File: src/logic/dsp_pkg.sv
package dsp_pkg;

  // --------------------------------------------------
  // stream sizes
  // --------------------------------------------------
  localparam int SAMPLE_WIDTH = 16;
  localparam int LANES = 2;
  localparam int FRAC_BITS = 14; // input samples are 2.14.
  localparam int OUT_FRAC_BITS = FRAC_BITS - 2; // squares leave as 4.12.
  localparam int WORD_WIDTH = SAMPLE_WIDTH * LANES;
  localparam int PRODUCT_WIDTH = 2 * SAMPLE_WIDTH;
  localparam int SQ_SHIFT = 2 * FRAC_BITS - OUT_FRAC_BITS; // product bits dropped below the square.

  // --------------------------------------------------
  // accumulator and register sizes
  // --------------------------------------------------
  localparam int SUM_WIDTH = 32;
  localparam int COUNT_WIDTH = 16;
  localparam int WINDOW_LOG2_WIDTH = 4;
  localparam int BEAT_CNT_WIDTH = 2 ** WINDOW_LOG2_WIDTH; // holds 2**15 beats.
  localparam int ADDR_WIDTH = 2;
  localparam int CTRL_ENABLE_BIT = 0;
  localparam int CTRL_WINDOW_LSB = 4;

  typedef logic signed [SAMPLE_WIDTH-1:0] sample_t;

  typedef union packed {
    logic [WORD_WIDTH-1:0] flat;
    sample_t [LANES-1:0] lanes; // lane 0 sits in the low bits.
  } stream_word_t;

  typedef logic [ADDR_WIDTH-1:0] wb_addr_t;
  typedef logic [WORD_WIDTH-1:0] wb_data_t;

  localparam wb_addr_t REG_CTRL = 2'd0;
  localparam wb_addr_t REG_POWER = 2'd1;
  localparam wb_addr_t REG_COUNT = 2'd2;

endpackage

File: src/logic/power_accum.sv
`timescale 1ns/1ps
module power_accum (
  input  logic                  clk,
  input  logic                  reset,
  input  dsp_pkg::stream_word_t beat_data,
  input  logic                  beat_valid,
  input  logic                  beat_ready,
  input  logic                  enable,
  input  logic [3:0]            window_log2,
  input  logic                  restart,
  output logic [31:0]           power_sum,
  output logic [15:0]           window_count
);
  import dsp_pkg::*;

  logic [SUM_WIDTH-1:0] run_sum;
  logic [SUM_WIDTH-1:0] beat_power;
  logic [SUM_WIDTH-1:0] sum_next;
  logic [BEAT_CNT_WIDTH-1:0] beat_cnt;
  logic [BEAT_CNT_WIDTH-1:0] cnt_next;
  logic [BEAT_CNT_WIDTH-1:0] window_len;
  logic take;
  logic window_done;

  assign take = enable && beat_valid && beat_ready; // only beats that really leave the meter.

  // squares are never negative, so each lane is widened without sign.
  always_comb begin
    beat_power = '0;
    for (int i = 0; i < LANES; i++) begin
      beat_power = beat_power + SUM_WIDTH'(unsigned'(beat_data.lanes[i]));
    end
  end

  assign sum_next = run_sum + beat_power;
  assign cnt_next = beat_cnt + 1'b1;
  assign window_len = BEAT_CNT_WIDTH'(1) << window_log2;
  assign window_done = cnt_next >= window_len; // also closes a window shrunk mid-way.

  always_ff @(posedge clk) begin
    if (reset || restart) begin
      run_sum <= '0;
      beat_cnt <= '0;
      power_sum <= '0;
      window_count <= '0;
    end else if (take) begin
      if (window_done) begin
        power_sum <= sum_next;
        window_count <= window_count + 1'b1;
        run_sum <= '0;
        beat_cnt <= '0;
      end else begin
        run_sum <= sum_next;
        beat_cnt <= cnt_next;
      end
    end
  end

endmodule

File: src/logic/power_meter_top.sv
`timescale 1ns/1ps
module power_meter_top (
  input  logic                  clk,
  input  logic                  reset,
  input  dsp_pkg::stream_word_t in_data,
  input  logic                  in_valid,
  output logic                  in_ready,
  output dsp_pkg::stream_word_t out_data,
  output logic                  out_valid,
  input  logic                  out_ready,
  input  logic                  wb_cyc,
  input  logic                  wb_stb,
  input  logic                  wb_we,
  input  dsp_pkg::wb_addr_t     wb_adr,
  input  dsp_pkg::wb_data_t     wb_dat_w,
  output dsp_pkg::wb_data_t     wb_dat_r,
  output logic                  wb_ack
);
  import dsp_pkg::*;

  logic enable;
  logic [WINDOW_LOG2_WIDTH-1:0] window_log2;
  logic restart;
  logic [SUM_WIDTH-1:0] power_sum;
  logic [COUNT_WIDTH-1:0] window_count;

  stream_square u_square (
    .clk, .reset,
    .in_data, .in_valid, .in_ready,
    .out_data, .out_valid, .out_ready
  );

  // the accumulator taps the output stream without holding it.
  power_accum u_accum (
    .clk, .reset,
    .beat_data (out_data),
    .beat_valid (out_valid),
    .beat_ready (out_ready),
    .enable, .window_log2, .restart,
    .power_sum, .window_count
  );

  power_regs u_regs (
    .clk, .reset,
    .wb_cyc, .wb_stb, .wb_we, .wb_adr, .wb_dat_w, .wb_dat_r, .wb_ack,
    .enable, .window_log2, .restart,
    .power_sum, .window_count
  );

endmodule

File: src/logic/power_regs.sv
`timescale 1ns/1ps
module power_regs (
  input  logic              clk,
  input  logic              reset,
  input  logic              wb_cyc,
  input  logic              wb_stb,
  input  logic              wb_we,
  input  dsp_pkg::wb_addr_t wb_adr,
  input  dsp_pkg::wb_data_t wb_dat_w,
  output dsp_pkg::wb_data_t wb_dat_r,
  output logic              wb_ack,
  output logic              enable,
  output logic [3:0]        window_log2,
  output logic              restart,
  input  logic [31:0]       power_sum,
  input  logic [15:0]       window_count
);
  import dsp_pkg::*;

  logic req;
  logic ctrl_write;
  wb_data_t ctrl_word;
  wb_data_t read_word;

  // a request already acked is not served a second time.
  assign req = wb_cyc && wb_stb && !wb_ack;
  assign ctrl_write = req && wb_we && (wb_adr == REG_CTRL);
  assign restart = ctrl_write; // the accumulator clears on the write edge.

  // --------------------------------------------------
  // control register
  // --------------------------------------------------
  always_ff @(posedge clk) begin
    if (reset) begin
      enable <= 1'b0;
      window_log2 <= '0;
    end else if (ctrl_write) begin
      enable <= wb_dat_w[CTRL_ENABLE_BIT];
      window_log2 <= wb_dat_w[CTRL_WINDOW_LSB +: WINDOW_LOG2_WIDTH];
    end
  end

  always_comb begin
    ctrl_word = '0;
    ctrl_word[CTRL_ENABLE_BIT] = enable;
    ctrl_word[CTRL_WINDOW_LSB +: WINDOW_LOG2_WIDTH] = window_log2;
  end

  // --------------------------------------------------
  // read path and ack
  // --------------------------------------------------
  always_comb begin
    case (wb_adr)
      REG_CTRL: read_word = ctrl_word;
      REG_POWER: read_word = power_sum;
      REG_COUNT: read_word = WORD_WIDTH'(window_count);
      default: read_word = '0; // the spare address reads as zero.
    endcase
  end

  always_ff @(posedge clk) begin
    if (reset) begin
      wb_ack <= 1'b0;
    end else begin
      wb_ack <= req;
    end
  end

  always_ff @(posedge clk) begin
    if (req) begin
      wb_dat_r <= read_word;
    end
  end

endmodule

File: src/logic/stream_square.sv
`timescale 1ns/1ps
module stream_square (
  input  logic                 clk,
  input  logic                 reset,
  input  dsp_pkg::stream_word_t in_data,
  input  logic                 in_valid,
  output logic                 in_ready,
  output dsp_pkg::stream_word_t out_data,
  output logic                 out_valid,
  input  logic                 out_ready
);
  import dsp_pkg::*;

  logic signed [PRODUCT_WIDTH-1:0] prod_q [LANES];
  logic prod_valid;
  logic advance;

  // every stage shifts together, so the pipe only stops when the output beat is held.
  assign advance = !out_valid || out_ready;
  assign in_ready = advance;

  // --------------------------------------------------
  // valid bits
  // --------------------------------------------------
  always_ff @(posedge clk) begin
    if (reset) begin
      prod_valid <= 1'b0;
      out_valid <= 1'b0;
    end else if (advance) begin
      prod_valid <= in_valid; // an empty slot enters when the source is idle.
      out_valid <= prod_valid;
    end
  end

  // --------------------------------------------------
  // payload
  // --------------------------------------------------
  always_ff @(posedge clk) begin
    if (advance) begin
      for (int i = 0; i < LANES; i++) begin
        prod_q[i] <= in_data.lanes[i] * in_data.lanes[i]; // full signed product.
      end
    end
  end

  // keep the 4.12 square and truncate the low product bits.
  always_ff @(posedge clk) begin
    if (advance) begin
      for (int i = 0; i < LANES; i++) begin
        out_data.lanes[i] <= prod_q[i][SQ_SHIFT +: SAMPLE_WIDTH];
      end
    end
  end

endmodule

File: config.mk
export PLATFORM = sky130hd
export DESIGN_NAME = power_meter_top
export DESIGN_NICKNAME = d
export VERILOG_FILES = /design/src/logic/dsp_pkg.sv /design/src/logic/power_accum.sv /design/src/logic/power_meter_top.sv /design/src/logic/power_regs.sv /design/src/logic/stream_square.sv
export SDC_FILE = /design/constraint.sdc
export NUM_CORES = 1
export LEC_CHECK = 0
export BUFFER_PORTS_ARGS = -buffer_cell sky130_fd_sc_hd__buf_2
export CAP_MARGIN = 20
export CORE_ASPECT_RATIO = 0.5
export CORE_UTILIZATION = 58
export CTS_CLUSTER_SIZE = 24
export DETAILED_ROUTE_END_ITERATION = 8
export GPL_ROUTABILITY_DRIVEN = 1
export HOLD_SLACK_MARGIN = 0.12
export PLACE_DENSITY = 0.77
export SKIP_CTS_REPAIR_TIMING = 1
export SLEW_MARGIN = 5
export SYNTH_ARGS = -nofsm -noshare
export SYNTH_HDL_FRONTEND = slang
export SYNTH_HIERARCHICAL = 1
export SYNTH_SLANG_ARGS = --single-unit
File: constraint.sdc
create_clock -name clk -period 6.7 [get_ports clk]
set_input_delay 1.005 -clock clk [delete_from_list [all_inputs] [get_ports clk]]
set_output_delay 1.005 -clock clk [all_outputs]
set_load 0.01 [all_outputs]
[Word-level counts from Yosys, hierarchy flattened]
Memory sizes are Yosys's and may differ from the RTL's. A register that Yosys moved wholly into a read port is not among the register bits.
Cells that the tools add are included.
Word-level totals
  RAM bits: 64
  memories kept: 1
  word-level logic and storage cells: 38
  register bits: 136
Memories
  u_square.prod_q: depth 2, width 32, rd ports 2, clocked after Yosys merged registers in 2, write ports 2, line stream_square.sv:14  | logic signed [PRODUCT_WIDTH-1:0] prod_q [LANES];
Cells by class
  shift-type cells: 1
  reduce and logical (&&, ||, !) cells: 12
  $add $sub $neg: 4
  multiplexer cells: 5
  eq/ne operators: 2
  multiply operators: 2
  order comparisons: 1
Operator list (count)
  $pmux 32 s3: 1
  $mul 16x16->32: 2
  $add 16x1->16 const B: 2
  $add 32x32->32: 1
  $mux 32: 1
  $add 16x16->17: 1
  $ge 16x16->1: 1
  $mux 16: 1
  $shl 1x4->16 const A: 1
  $logic_and 1x1->1: 6
  $eq 2x1->1 const B: 1
  $eq 2x2->1 const B: 1
  $logic_not 1->1: 2
  $logic_not 2->1: 1
  $logic_or 1x1->1: 2
  $mux 1: 2
  $reduce_and 2->1: 1

[Longest topological paths before layout]
Gate-level depths: netlist (run 1).
  word-level depth: 5
  mapped depth: 24

[Modules after synthesis]
Netlist (run 1), hierarchy kept.
By module, submodules not included
  stream_square: instances 1, seq. area each 1961.9 um2, area each 19004.5 um2, cells each 1906
  power_accum: instances 1, seq. area each 1921.8 um2, area each 5828.1 um2, cells each 710
  power_regs: instances 1, seq. area each 1081.0 um2, area each 1584.0 um2, cells each 108

[Worst setup path before layout (run 1)]
OpenSTA, ideal clock, no wires.
  path kind: input-to-reg
  start point: input port in_data[5] in the netlist's numbering
  end point: memory u_square/prod_q[0][30] in the netlist's numbering, data pin
  slack: -0.156 ns
  cell stages on the path: 21
  arrival: 6.599 ns
  path buffers: 2
  cells stage by stage: clkbuf_1 -> clkbuf_1 -> nand2_1 -> fa_1 -> inv_1 -> fa_1 -> fa_1 -> fa_1 -> fa_1 -> inv_1 -> fa_1 -> inv_1 -> ha_1 -> a21o_1 -> a21oi_1 -> o21ai_0 -> nor2_1 -> a21oi_4 -> a221o_1 -> a21oi_2 -> xnor2_1
RTL lines
  start, declared: line power_meter_top.sv:5  | input dsp_pkg::stream_word_t in_data,
  end, declared: line stream_square.sv:14

==> results.md, run 1 <==
* Outcome: finished clean
* Placed cell count at 3479
* Root Buffer: clkbuf_16
* Post-detailed-routing wire length at around 57000 um
* Area contributors post-synth: fa_1 (37%), edfxtp_1 (11%), ha_1 (10%)
* Top cell type's share of synthesized area at 36.5%
* Area leader, netlist: fa_1
* Ys async rst share at 0%
* Share of layout cells above drive strength 1 at 11.4%
* Synth warn at 6
* Later-pin clock latency in the skew report at about 0.44 ns
* GRT Util Overall at 26.0%
* Final Hold Viols at 0
* CTS buffer count at 17
* Total gr overflow at 0
* Synthesized area at 0.0264 mm2
* Port buffer count at 112
* DIE HEIGHT at around 150 um
* Num ports at 140
* Routed length per placed instance at around 16 um
* Distinct cell type count after synthesis at 74
* Initial antenna violation count at 3
* DRC Markers at 0
* Die Wd at 304 um
* Antenna Violating Nets Remaining at 0
* Seq/Total Area, Yosys at 18.8%
* CTS sink count at 200
* DRT Pass-1 Iters at 6
* DP Wirelength at 47200 um
* Worst path required time at 6.88 ns
* Final Setup Violations at 0
* Area Overhead vs Synth at 10.3%
* Max Fanout on Critical Path at 11
* Fin. max-slew vios at 0
* Core Rows at 54
* Clk buf depth at 2
* Worst-margin pin slew at 0.908 ns
* CTS H-tree lvls at 4
* Largest net degree at the start of global routing at 68
* Cell count after synthesis at 2724
* Initial Util at 59.7%
* Crit path DAT at roughly 6.6 ns
* Setup TNS at 0 ns
* First-pass GRT wire length at 97500 um
* TritonCTS clock tree: done
* Initial drt markers at 1200
* Die area at 0.0465 mm2
* Crit path time final at between 6 and 7 ns
* Vias at 18.8k
* Start-to-end type of the worst setup path: input pin to flip-flop
* Fmax at 0.156 GHz
* Fill cells at 3400
* Seq cells post-synth at 200
* Relative slew slack at approximately 39%
* Post-synth EDFFs at between 90 and 100
* FF+latch area at just under 0.005 mm2
* Reg clk slew, reported paths at 0.08 ns
* Mapped Nets at 3491
* Number of global-route vias before repair at 20.1k
* Final Non-Filler Cells at 3516
* Max-cap violations at 0
* Crit. End Element: flip-flop
* Multi-input logic area at 0.0186 mm2
* Final Core Density at 65.8%
* Hold Slack at 0.415 ns
* Final Cycle Share at 95.4%
* Hold Crit Class: flip-flop to flip-flop
* Worst setup SP type: input pin
* Synth Flop Type: dfxtp_1
* Avg Synthesized Cell Area at 9.70 um2
* Nets at 3679
* Vias per cell at 5.34
* Final GP Congestion at a little over 0.9
* Core area at 0.0443 mm2
* Clock Skew at 0.0156 ns
* Unrepaired setup endpoints after global routing: false
critical path, cell delays in order:
cell     delay [ns]
buf_2          0.24
inv_1          0.15
nor2_1         0.20
fa_1           0.57
fa_1           0.61
inv_1          0.11
buf_4          0.17
fa_1           0.46
fa_1           0.57
fa_1           0.46
fa_1           0.53
inv_1          0.05
ha_1           0.29
inv_1          0.07
nor3_1         0.29
and3_1         0.22
a32oi_2        0.14
a21oi_2        0.21
a21oi_2        0.08
xnor2_1        0.14
worst paths after layout:
kind,startpoint,end,slack [ns],cells after the start
worst min register to register,u_square/prod_q[0][58],u_square/out_data[26],0.42,0
worst max register to register,u_accum/beat_cnt[0],u_accum/run_sum[24],1.91,13
worst max-delay path,in_data[18],u_square/prod_q[0][61],0.31,20
worst min-delay path,u_square/prod_q[0][58],u_square/out_data[26],0.42,0
synth_stat cells, drive strengths merged (4+ instances only):
cell type  number
a31oi          12
a211oi         17
buf            18
nor3           14
edfxtp         96
o31ai           8
xnor2          81
o21ai          62
o211ai          6
o21bai          4
a22o           15
and3           23
nand2b         26
clkbuf         71
nand2         255
a31o           12
or2             6
a211o           7
dfxtp         104
a21oi         120
a21o           13
inv           661
fa            482
nand3          44
xor2           35
ha            212
nand3b          9
or3            12
o21a            6
and2           90
nor2b          14
mux2i          12
nand4          19
nor2          108
or4             8
through the flow:
| stage | setup WS, ns | cell area (um2) |
|---|---|---|
| floorplan | 0.00937 | 26400 |
| global placement | -0.0815 | 28500 |
| detailed placement | -0.0948 | 28500 |
| CTS | 0.343 | 29100 |
| global route | 0.0312 | 29100 |
| finish | 0.307 | 29100 |
sequential cells by signal, indices dropped and copies added (netlist names):
name and count:
u_regs/enable 1, u_square/out_data 32, u_regs/wb_dat_r 32, u_square/prod_valid 1
u_accum/run_sum 32, u_accum/window_count 16, u_square/prod_q 32, u_regs/window_log2 4
u_accum/beat_cnt 16, u_regs/wb_ack 1, u_accum/power_sum 32, u_square/out_valid 1
final cells by class:
cell class / count / share of cell area (%)
diodes: 3 / 0.0258
clock inverters: 15 / 0.661
clock buffers: 17 / 1.46
well taps: 588 / 2.52
multi-input cells: 1773 / 63.9
flip-flops and latches: 200 / 17.0
inverters: 662 / 8.53
repair buffers: 258 / 5.87
placed cells by master (no fill, tap or decap), types with 12 or more instances in the layout:
cell type	Yosys	final
xor2_1	35	35
or3_1	12	12
nand3_1	44	44
nor2_1	108	108
nand4_1	19	19
o21ai_0	59	58
a21oi_1	114	114
and2_1	90	90
a22o_1	15	15
ha_1	212	212
a31o_2	12	12
dfxtp_1	104	104
buf_2	13	112
buf_4	1	142
nor3_1	14	13
nand2b_1	26	25
clkbuf_16	0	17
edfxtp_1	96	96
nor2b_1	14	14
xnor2_1	81	81
fa_1	482	481
a21o_1	12	12
nand2_1	255	255
and3_1	23	23
a211oi_1	13	13
mux2i_1	12	12
inv_1	661	661
cells by family (layout without fill, tap and decap cells):
kind of cell	count (synthesis)	after routing	share of synthesized area (%)
flops	200	200	18.8
fa+ha+maj	694	694	46.6
compound gates	311	311	7.82
buf+inv	751	952	10.8
mux	13	13	0.497
simple gates	639	639	11.7
other cells	0	3	0
xor+xnor	116	116	3.85
layer usage:
metal	share of wire [%]	up-vias	GRT usage (%)	wire length, um
li1	-	8800	-	-
met2	49	538	45.0	28000
met4	2.1	0	6.94	1180
met3	5.5	96	2.88	3090
met1	43	9344	35.1	24300
met5	0	-	0	0
Power of run 1 is not shown: default switching activity piles up to over one toggle a cycle in this logic, so the estimate is an artifact.
==> run 2: changes to the inputs <==
Settings changed: CORE_UTILIZATION 58 to 38, PLACE_DENSITY 0.77 to 0.54.
==> results.md, run 2 (synthesized netlist as in run 1, its figures left out) <==
* Outcome: finished clean
* Hold path depth at 0 (unchanged)
* Worst setup SP type: input pin
* CP max stage delay at 0.53 ns (-0.08 ns)
* Worst path required time at 7.01 ns (+0.13 ns)
* CTS H-tree lvls at 4 (unchanged)
* Crit. End Element: flip-flop
* Initial Util at 39.0% (-21 points)
* Clock Skew at 0.0137 ns (-0.00185 ns)
* Most frequent cells in the layout: inv_1 (661), fa_1 (481), nand2_1 (255)
* Fill cells at 6619 (+95%)
* Core area at 0.0678 mm2 (+53%)
* Crit path time final at 6.37 ns (-0.0205 ns)
* Clk buf depth at 2 (unchanged)
* Share of layout cells above drive strength 1 at 12.9% (+1.5 points)
* Hold Crit Class: flip-flop to flip-flop
* Reg clk slew, reported paths at 0.07 ns (about the same)
* Crit path top cell by count: fa_1
* Initial antenna violation count at 1 (-2)
* First-pass GRT wire length at 99700 um (+2.2%)
* Setup WS pre-CTS at -0.333 ns (-0.239 ns)
* Cells on worst reg2reg path at 13 (unchanged)
* CTS buffer count at 17 (unchanged)
* TritonCTS clock tree: done
* DRC Markers at 0 (unchanged)
* Slowest CP cell: fa_1
* Final Hold Viols at 0 (unchanged)
* Initial drt markers at 915 (-24%)
* Die area at 0.0706 mm2 (+52%)
* Total gr overflow at 0 (unchanged)
* Port buffer count at 112 (unchanged)
* GRT Util Overall at 17.6% (-8.4 points)
* Max-cap violations at 0 (unchanged)
* Nets at 3728 (+1.3%)
* Root Buffer: clkbuf_16
* Most common cell after layout, fill and taps aside: inv_1
* Critical path, cell by cell: buf_2 > buf_4 > nand2_1 > fa_1 > fa_1 > fa_1 > inv_1 > fa_1 > fa_1 > inv_1 > fa_1 > inv_1 > ha_1 > a21oi_1 > o21ai_1 > buf_4 > a31oi_1 > buf_4 > a211oi_2 > o21ai_0 > a21oi_2 > or4_1 > nand3_1
* Die Wd at 375 um (+23%)
* Unrepaired setup endpoints after global routing: false
* Later-pin clock latency in the skew report at 0.45 ns (about the same)
* Fin. max-slew vios at 0 (unchanged)
* Crit path DAT at 6.68 ns (+0.10 ns)
* Num ports at 140 (unchanged)
* Final GP Congestion at 0.847 (-7.0%)
* Worst-margin pin slew at 1.00 ns (+0.0938 ns)
* Largest net degree at the start of global routing at 68 (unchanged)
* Core Rows at 67 (+24%)
* DRT Pass-1 Iters at 5 (-1)
* DIE HEIGHT at 188 um (+23%)
* Antenna Violating Nets Remaining at 0 (unchanged)
* Vias per cell at 4.72 (-12%)
* CTS sink count at 200 (unchanged)
* Start-to-end type of the worst setup path: input pin to flip-flop
* Final Cycle Share at 95.1% (-0.31 points)
* Routed length per placed instance at 15.2 um (-5.7%)
* Final Setup Violations at 0 (unchanged)
* Vias at 18.3k (-2.6%)
* Relative slew slack at 33.2% (-6.0 points)
* Max Fanout on Critical Path at 8 (-3)
* Area Overhead vs Synth at 12.9%
* DP Wirelength at 49600 um (+5.1%)
* Post-detailed-routing wire length at 58700 um (+3.8%)
* Post-route setup slack at 0.328 ns (+0.0205 ns)
* Fmax at 0.157 GHz (+0.32%)
* Number of global-route vias before repair at 19.7k (-2.3%)
* Hold Slack at 0.411 ns (-0.00466 ns)
-- run 2: changes by cell type in the layout (fill, tap and decap cells not counted), sizes merged --
cell	change
clkbuf	+6
buf	+49
clkinv	-3
inv	-4
bufinv	+1
diode	-2
-- run 2: critical path, delay by kind of cell --
kind	cells	cell delay, ns
AND/OR/NAND/NOR	3	0.57
adder cells (fa/ha/maj)	7	3.27
buffers and inverters	7	0.84
AO/OA/AOI/OAI	6	1.00
-- run 2: through the flow --
stage / TNS [ns] / utilization [%] / cells / area [um2]
final: 0 / 44.0 / 3872 / 29800
after global routing: 0 / 44.0 / 3872 / 29800
after CTS: 0 / 44.0 / 3870 / 29800
after detailed placement: -1.88 / 43.1 / 3838 / 29300
after global placement: -1.69 / 43.1 / 3837 / 29200
after floorplan: 0 / - / 2724 / 26400
-- run 2: final timing paths --
check / startpoint / end / slack [ns]
worst max-delay path: in_data[2] / u_square/prod_q[0][25] / 0.33
worst max register to register: u_accum/beat_cnt[0] / u_accum/run_sum[19] / 1.87
worst min-delay path: u_square/prod_q[0][55] / u_square/out_data[23] / 0.41
worst min register to register: u_square/prod_q[0][55] / u_square/out_data[23] / 0.41
-- run 2: routing by layer --
layer  routed length (um)  track usage [%]
met5                    0                0
met4                  690             2.96
met3                 1530             1.50
met2                27600             29.6
met1                28800             25.1
-- run 2: layout make-up --
type,count,area (um2),area share [%]
timing repair buffer,307,2070,6.95
clock inverter,9,88.8,0.298
antenna,1,2.50,0.00839
sequential,200,4960,16.6
tap,897,1120,3.76
clock buffer,23,469,1.57
inverter,662,2480,8.33
multi-input combinational,1773,18600,62.4
Power of run 2 is left out for the same reason.
==> run 3: changes to the inputs <==
Settings changed: REMOVE_ABC_BUFFERS set to 1.
==> results.md, run 3 (synthesized netlist as in run 1, its figures left out) <==
* Outcome: finished clean
* Unrepaired setup endpoints after global routing: false
* First-pass GRT wire length at 101000 um (+0.97%)
* Most common cell after layout, fill and taps aside: inv_1
* Final Setup Violations at 0 (unchanged)
* Relative slew slack at 34.1% (+0.84 points)
* Antenna Violating Nets Remaining at 0 (unchanged)
* CTS H-tree lvls at 4 (unchanged)
* Number of global-route vias before repair at 19.8k (+0.86%)
* Num ports at 140 (unchanged)
* Most frequent cells in the layout: inv_1 (661), fa_1 (482), nand2_1 (255)
* Clk buf depth at 2 (unchanged)
* Final GP Congestion at 0.851 (+0.54%)
* Start-to-end type of the worst setup path: input pin to flip-flop
* TritonCTS clock tree: done
* Crit path time final at 6.29 ns (-0.0804 ns)
* Largest net degree at the start of global routing at 68 (unchanged)
* Worst-margin pin slew at 0.989 ns (-0.0126 ns)
* Share of layout cells above drive strength 1 at 12.8% (-0.12 points)
* GRT Util Overall at 17.7% (+0.12 points)
* Post-route setup slack at 0.408 ns (+0.0804 ns)
* Final Cycle Share at 93.9% (-1.2 points)
* Worst path required time at 6.91 ns (-0.10 ns)
* Fin. max-slew vios at 0 (unchanged)
* Initial antenna violation count at 2 (+1)
* Root Buffer: clkbuf_16
* DP Wirelength at 50100 um (+0.93%)
* Multi-input logic area at 0.0186 mm2 (about the same)
* CTS sink count at 200 (unchanged)
* Vias at 18.3k (-0.022%)
* Setup TNS at 0 ns (unchanged)
* Final Hold Viols at 0 (unchanged)
* Crit. End Element: flip-flop
* Max-cap violations at 0 (unchanged)
* Fill cells at 6640 (+0.32%)
* Vias per cell at 4.73 (about the same)
* R2R Setup Slk at 2.05 ns (+0.18 ns)
* Fmax at 0.159 GHz (+1.3%)
* Setup WS pre-CTS at -0.168 ns (+0.166 ns)
* Die area at 0.0706 mm2 (unchanged)
* DRT Pass-1 Iters at 5 (unchanged)
* Clock Skew at 0.00984 ns (-0.00387 ns)
* Hold Crit Class: flip-flop to flip-flop
* Max Fanout on Critical Path at 8 (unchanged)
* Routed length per placed instance at 15.3 um (+0.92%)
* Reg clk slew, reported paths at 0.08 ns (about the same)
* Later-pin clock latency in the skew report at 0.46 ns (about the same)
* Worst setup SP type: input pin
* Core Rows at 67 (unchanged)
* Nets at 3724 (-0.11%)
* Post-detailed-routing wire length at 59200 um (+0.85%)
* Initial drt markers at 847 (-7.4%)
* Area Overhead vs Synth at 13.0% (about the same)
* Port buffer count at 112 (unchanged)
* Crit path DAT at 6.50 ns (-0.18 ns)
* DRC Markers at 0 (unchanged)
* Core area at 0.0678 mm2 (unchanged)
* FF+latch area at 0.00496 mm2 (unchanged)
* Total gr overflow at 0 (unchanged)
* Die Wd at 375 um (unchanged)
* DIE HEIGHT at 188 um (unchanged)
* CTS buffer count at 17 (unchanged)
* Initial Util at 39.0% (unchanged)
==> run 3: path summary, 6_finish.rpt <==
path                                              from                endpoint  cells after the start
worst min register to register  u_square/prod_q[0][53]   u_square/out_data[21]                      0
worst min-delay path            u_square/prod_q[0][53]   u_square/out_data[21]                      0
worst max-delay path                        in_data[8]  u_square/prod_q[0][30]                     24
worst max register to register     u_accum/beat_cnt[0]     u_accum/run_sum[18]                     13
==> run 3: layout make-up <==
| type | instances | area share (%) |
|---|---|---|
| clock inverters | 15 | 0.629 |
| diodes | 2 | 0.0168 |
| repair buffers | 303 | 6.83 |
| well taps | 897 | 3.76 |
| clock buffers | 17 | 1.43 |
| multi-input cells | 1773 | 62.4 |
| flip-flops and latches | 200 | 16.6 |
| inverters | 662 | 8.32 |
==> run 3: critical path: stages <==
cell     delay, ns
buf_2         0.21
buf_12        0.15
inv_1         0.05
nor2_1        0.18
inv_1         0.08
fa_1          0.48
inv_1         0.06
fa_1          0.53
inv_1         0.05
fa_1          0.49
inv_1         0.06
fa_1          0.45
fa_1          0.49
inv_1         0.05
fa_1          0.47
inv_1         0.04
ha_1          0.29
a21oi_1       0.26
nand2_1       0.12
nor2_1        0.23
a21oi_4       0.10
a221o_1       0.40
a21oi_2       0.16
xnor2_1       0.08
==> run 3: stage by stage <==
stage | hold slack [ns] | util [%] | instance area (um2) | instances
after floorplan | 0.400 | - | 26100 | 2635
after global placement | 0.401 | 43.1 | 29200 | 3834
after detailed placement | 0.405 | 43.1 | 29200 | 3834
after CTS | 0.423 | 44.0 | 29800 | 3866
after global routing | 0.430 | 44.0 | 29900 | 3869
final | 0.421 | 44.0 | 29900 | 3869
==> run 3: metal layers <==
| layer | GRT usage, % | wire [um] | part of all wire, % | vias to the layer above |
|---|---|---|---|---|
| li1 | - | - | - | 8882 |
| met4 | 4.16 | 1160 | 2.0 | 0 |
| met3 | 1.74 | 1480 | 2.5 | 46 |
| met1 | 24.7 | 28800 | 49 | 9154 |
| met2 | 29.9 | 27800 | 47 | 203 |
| met5 | 0 | 0 | 0 | - |
Power of run 3 is left out for the same reason.
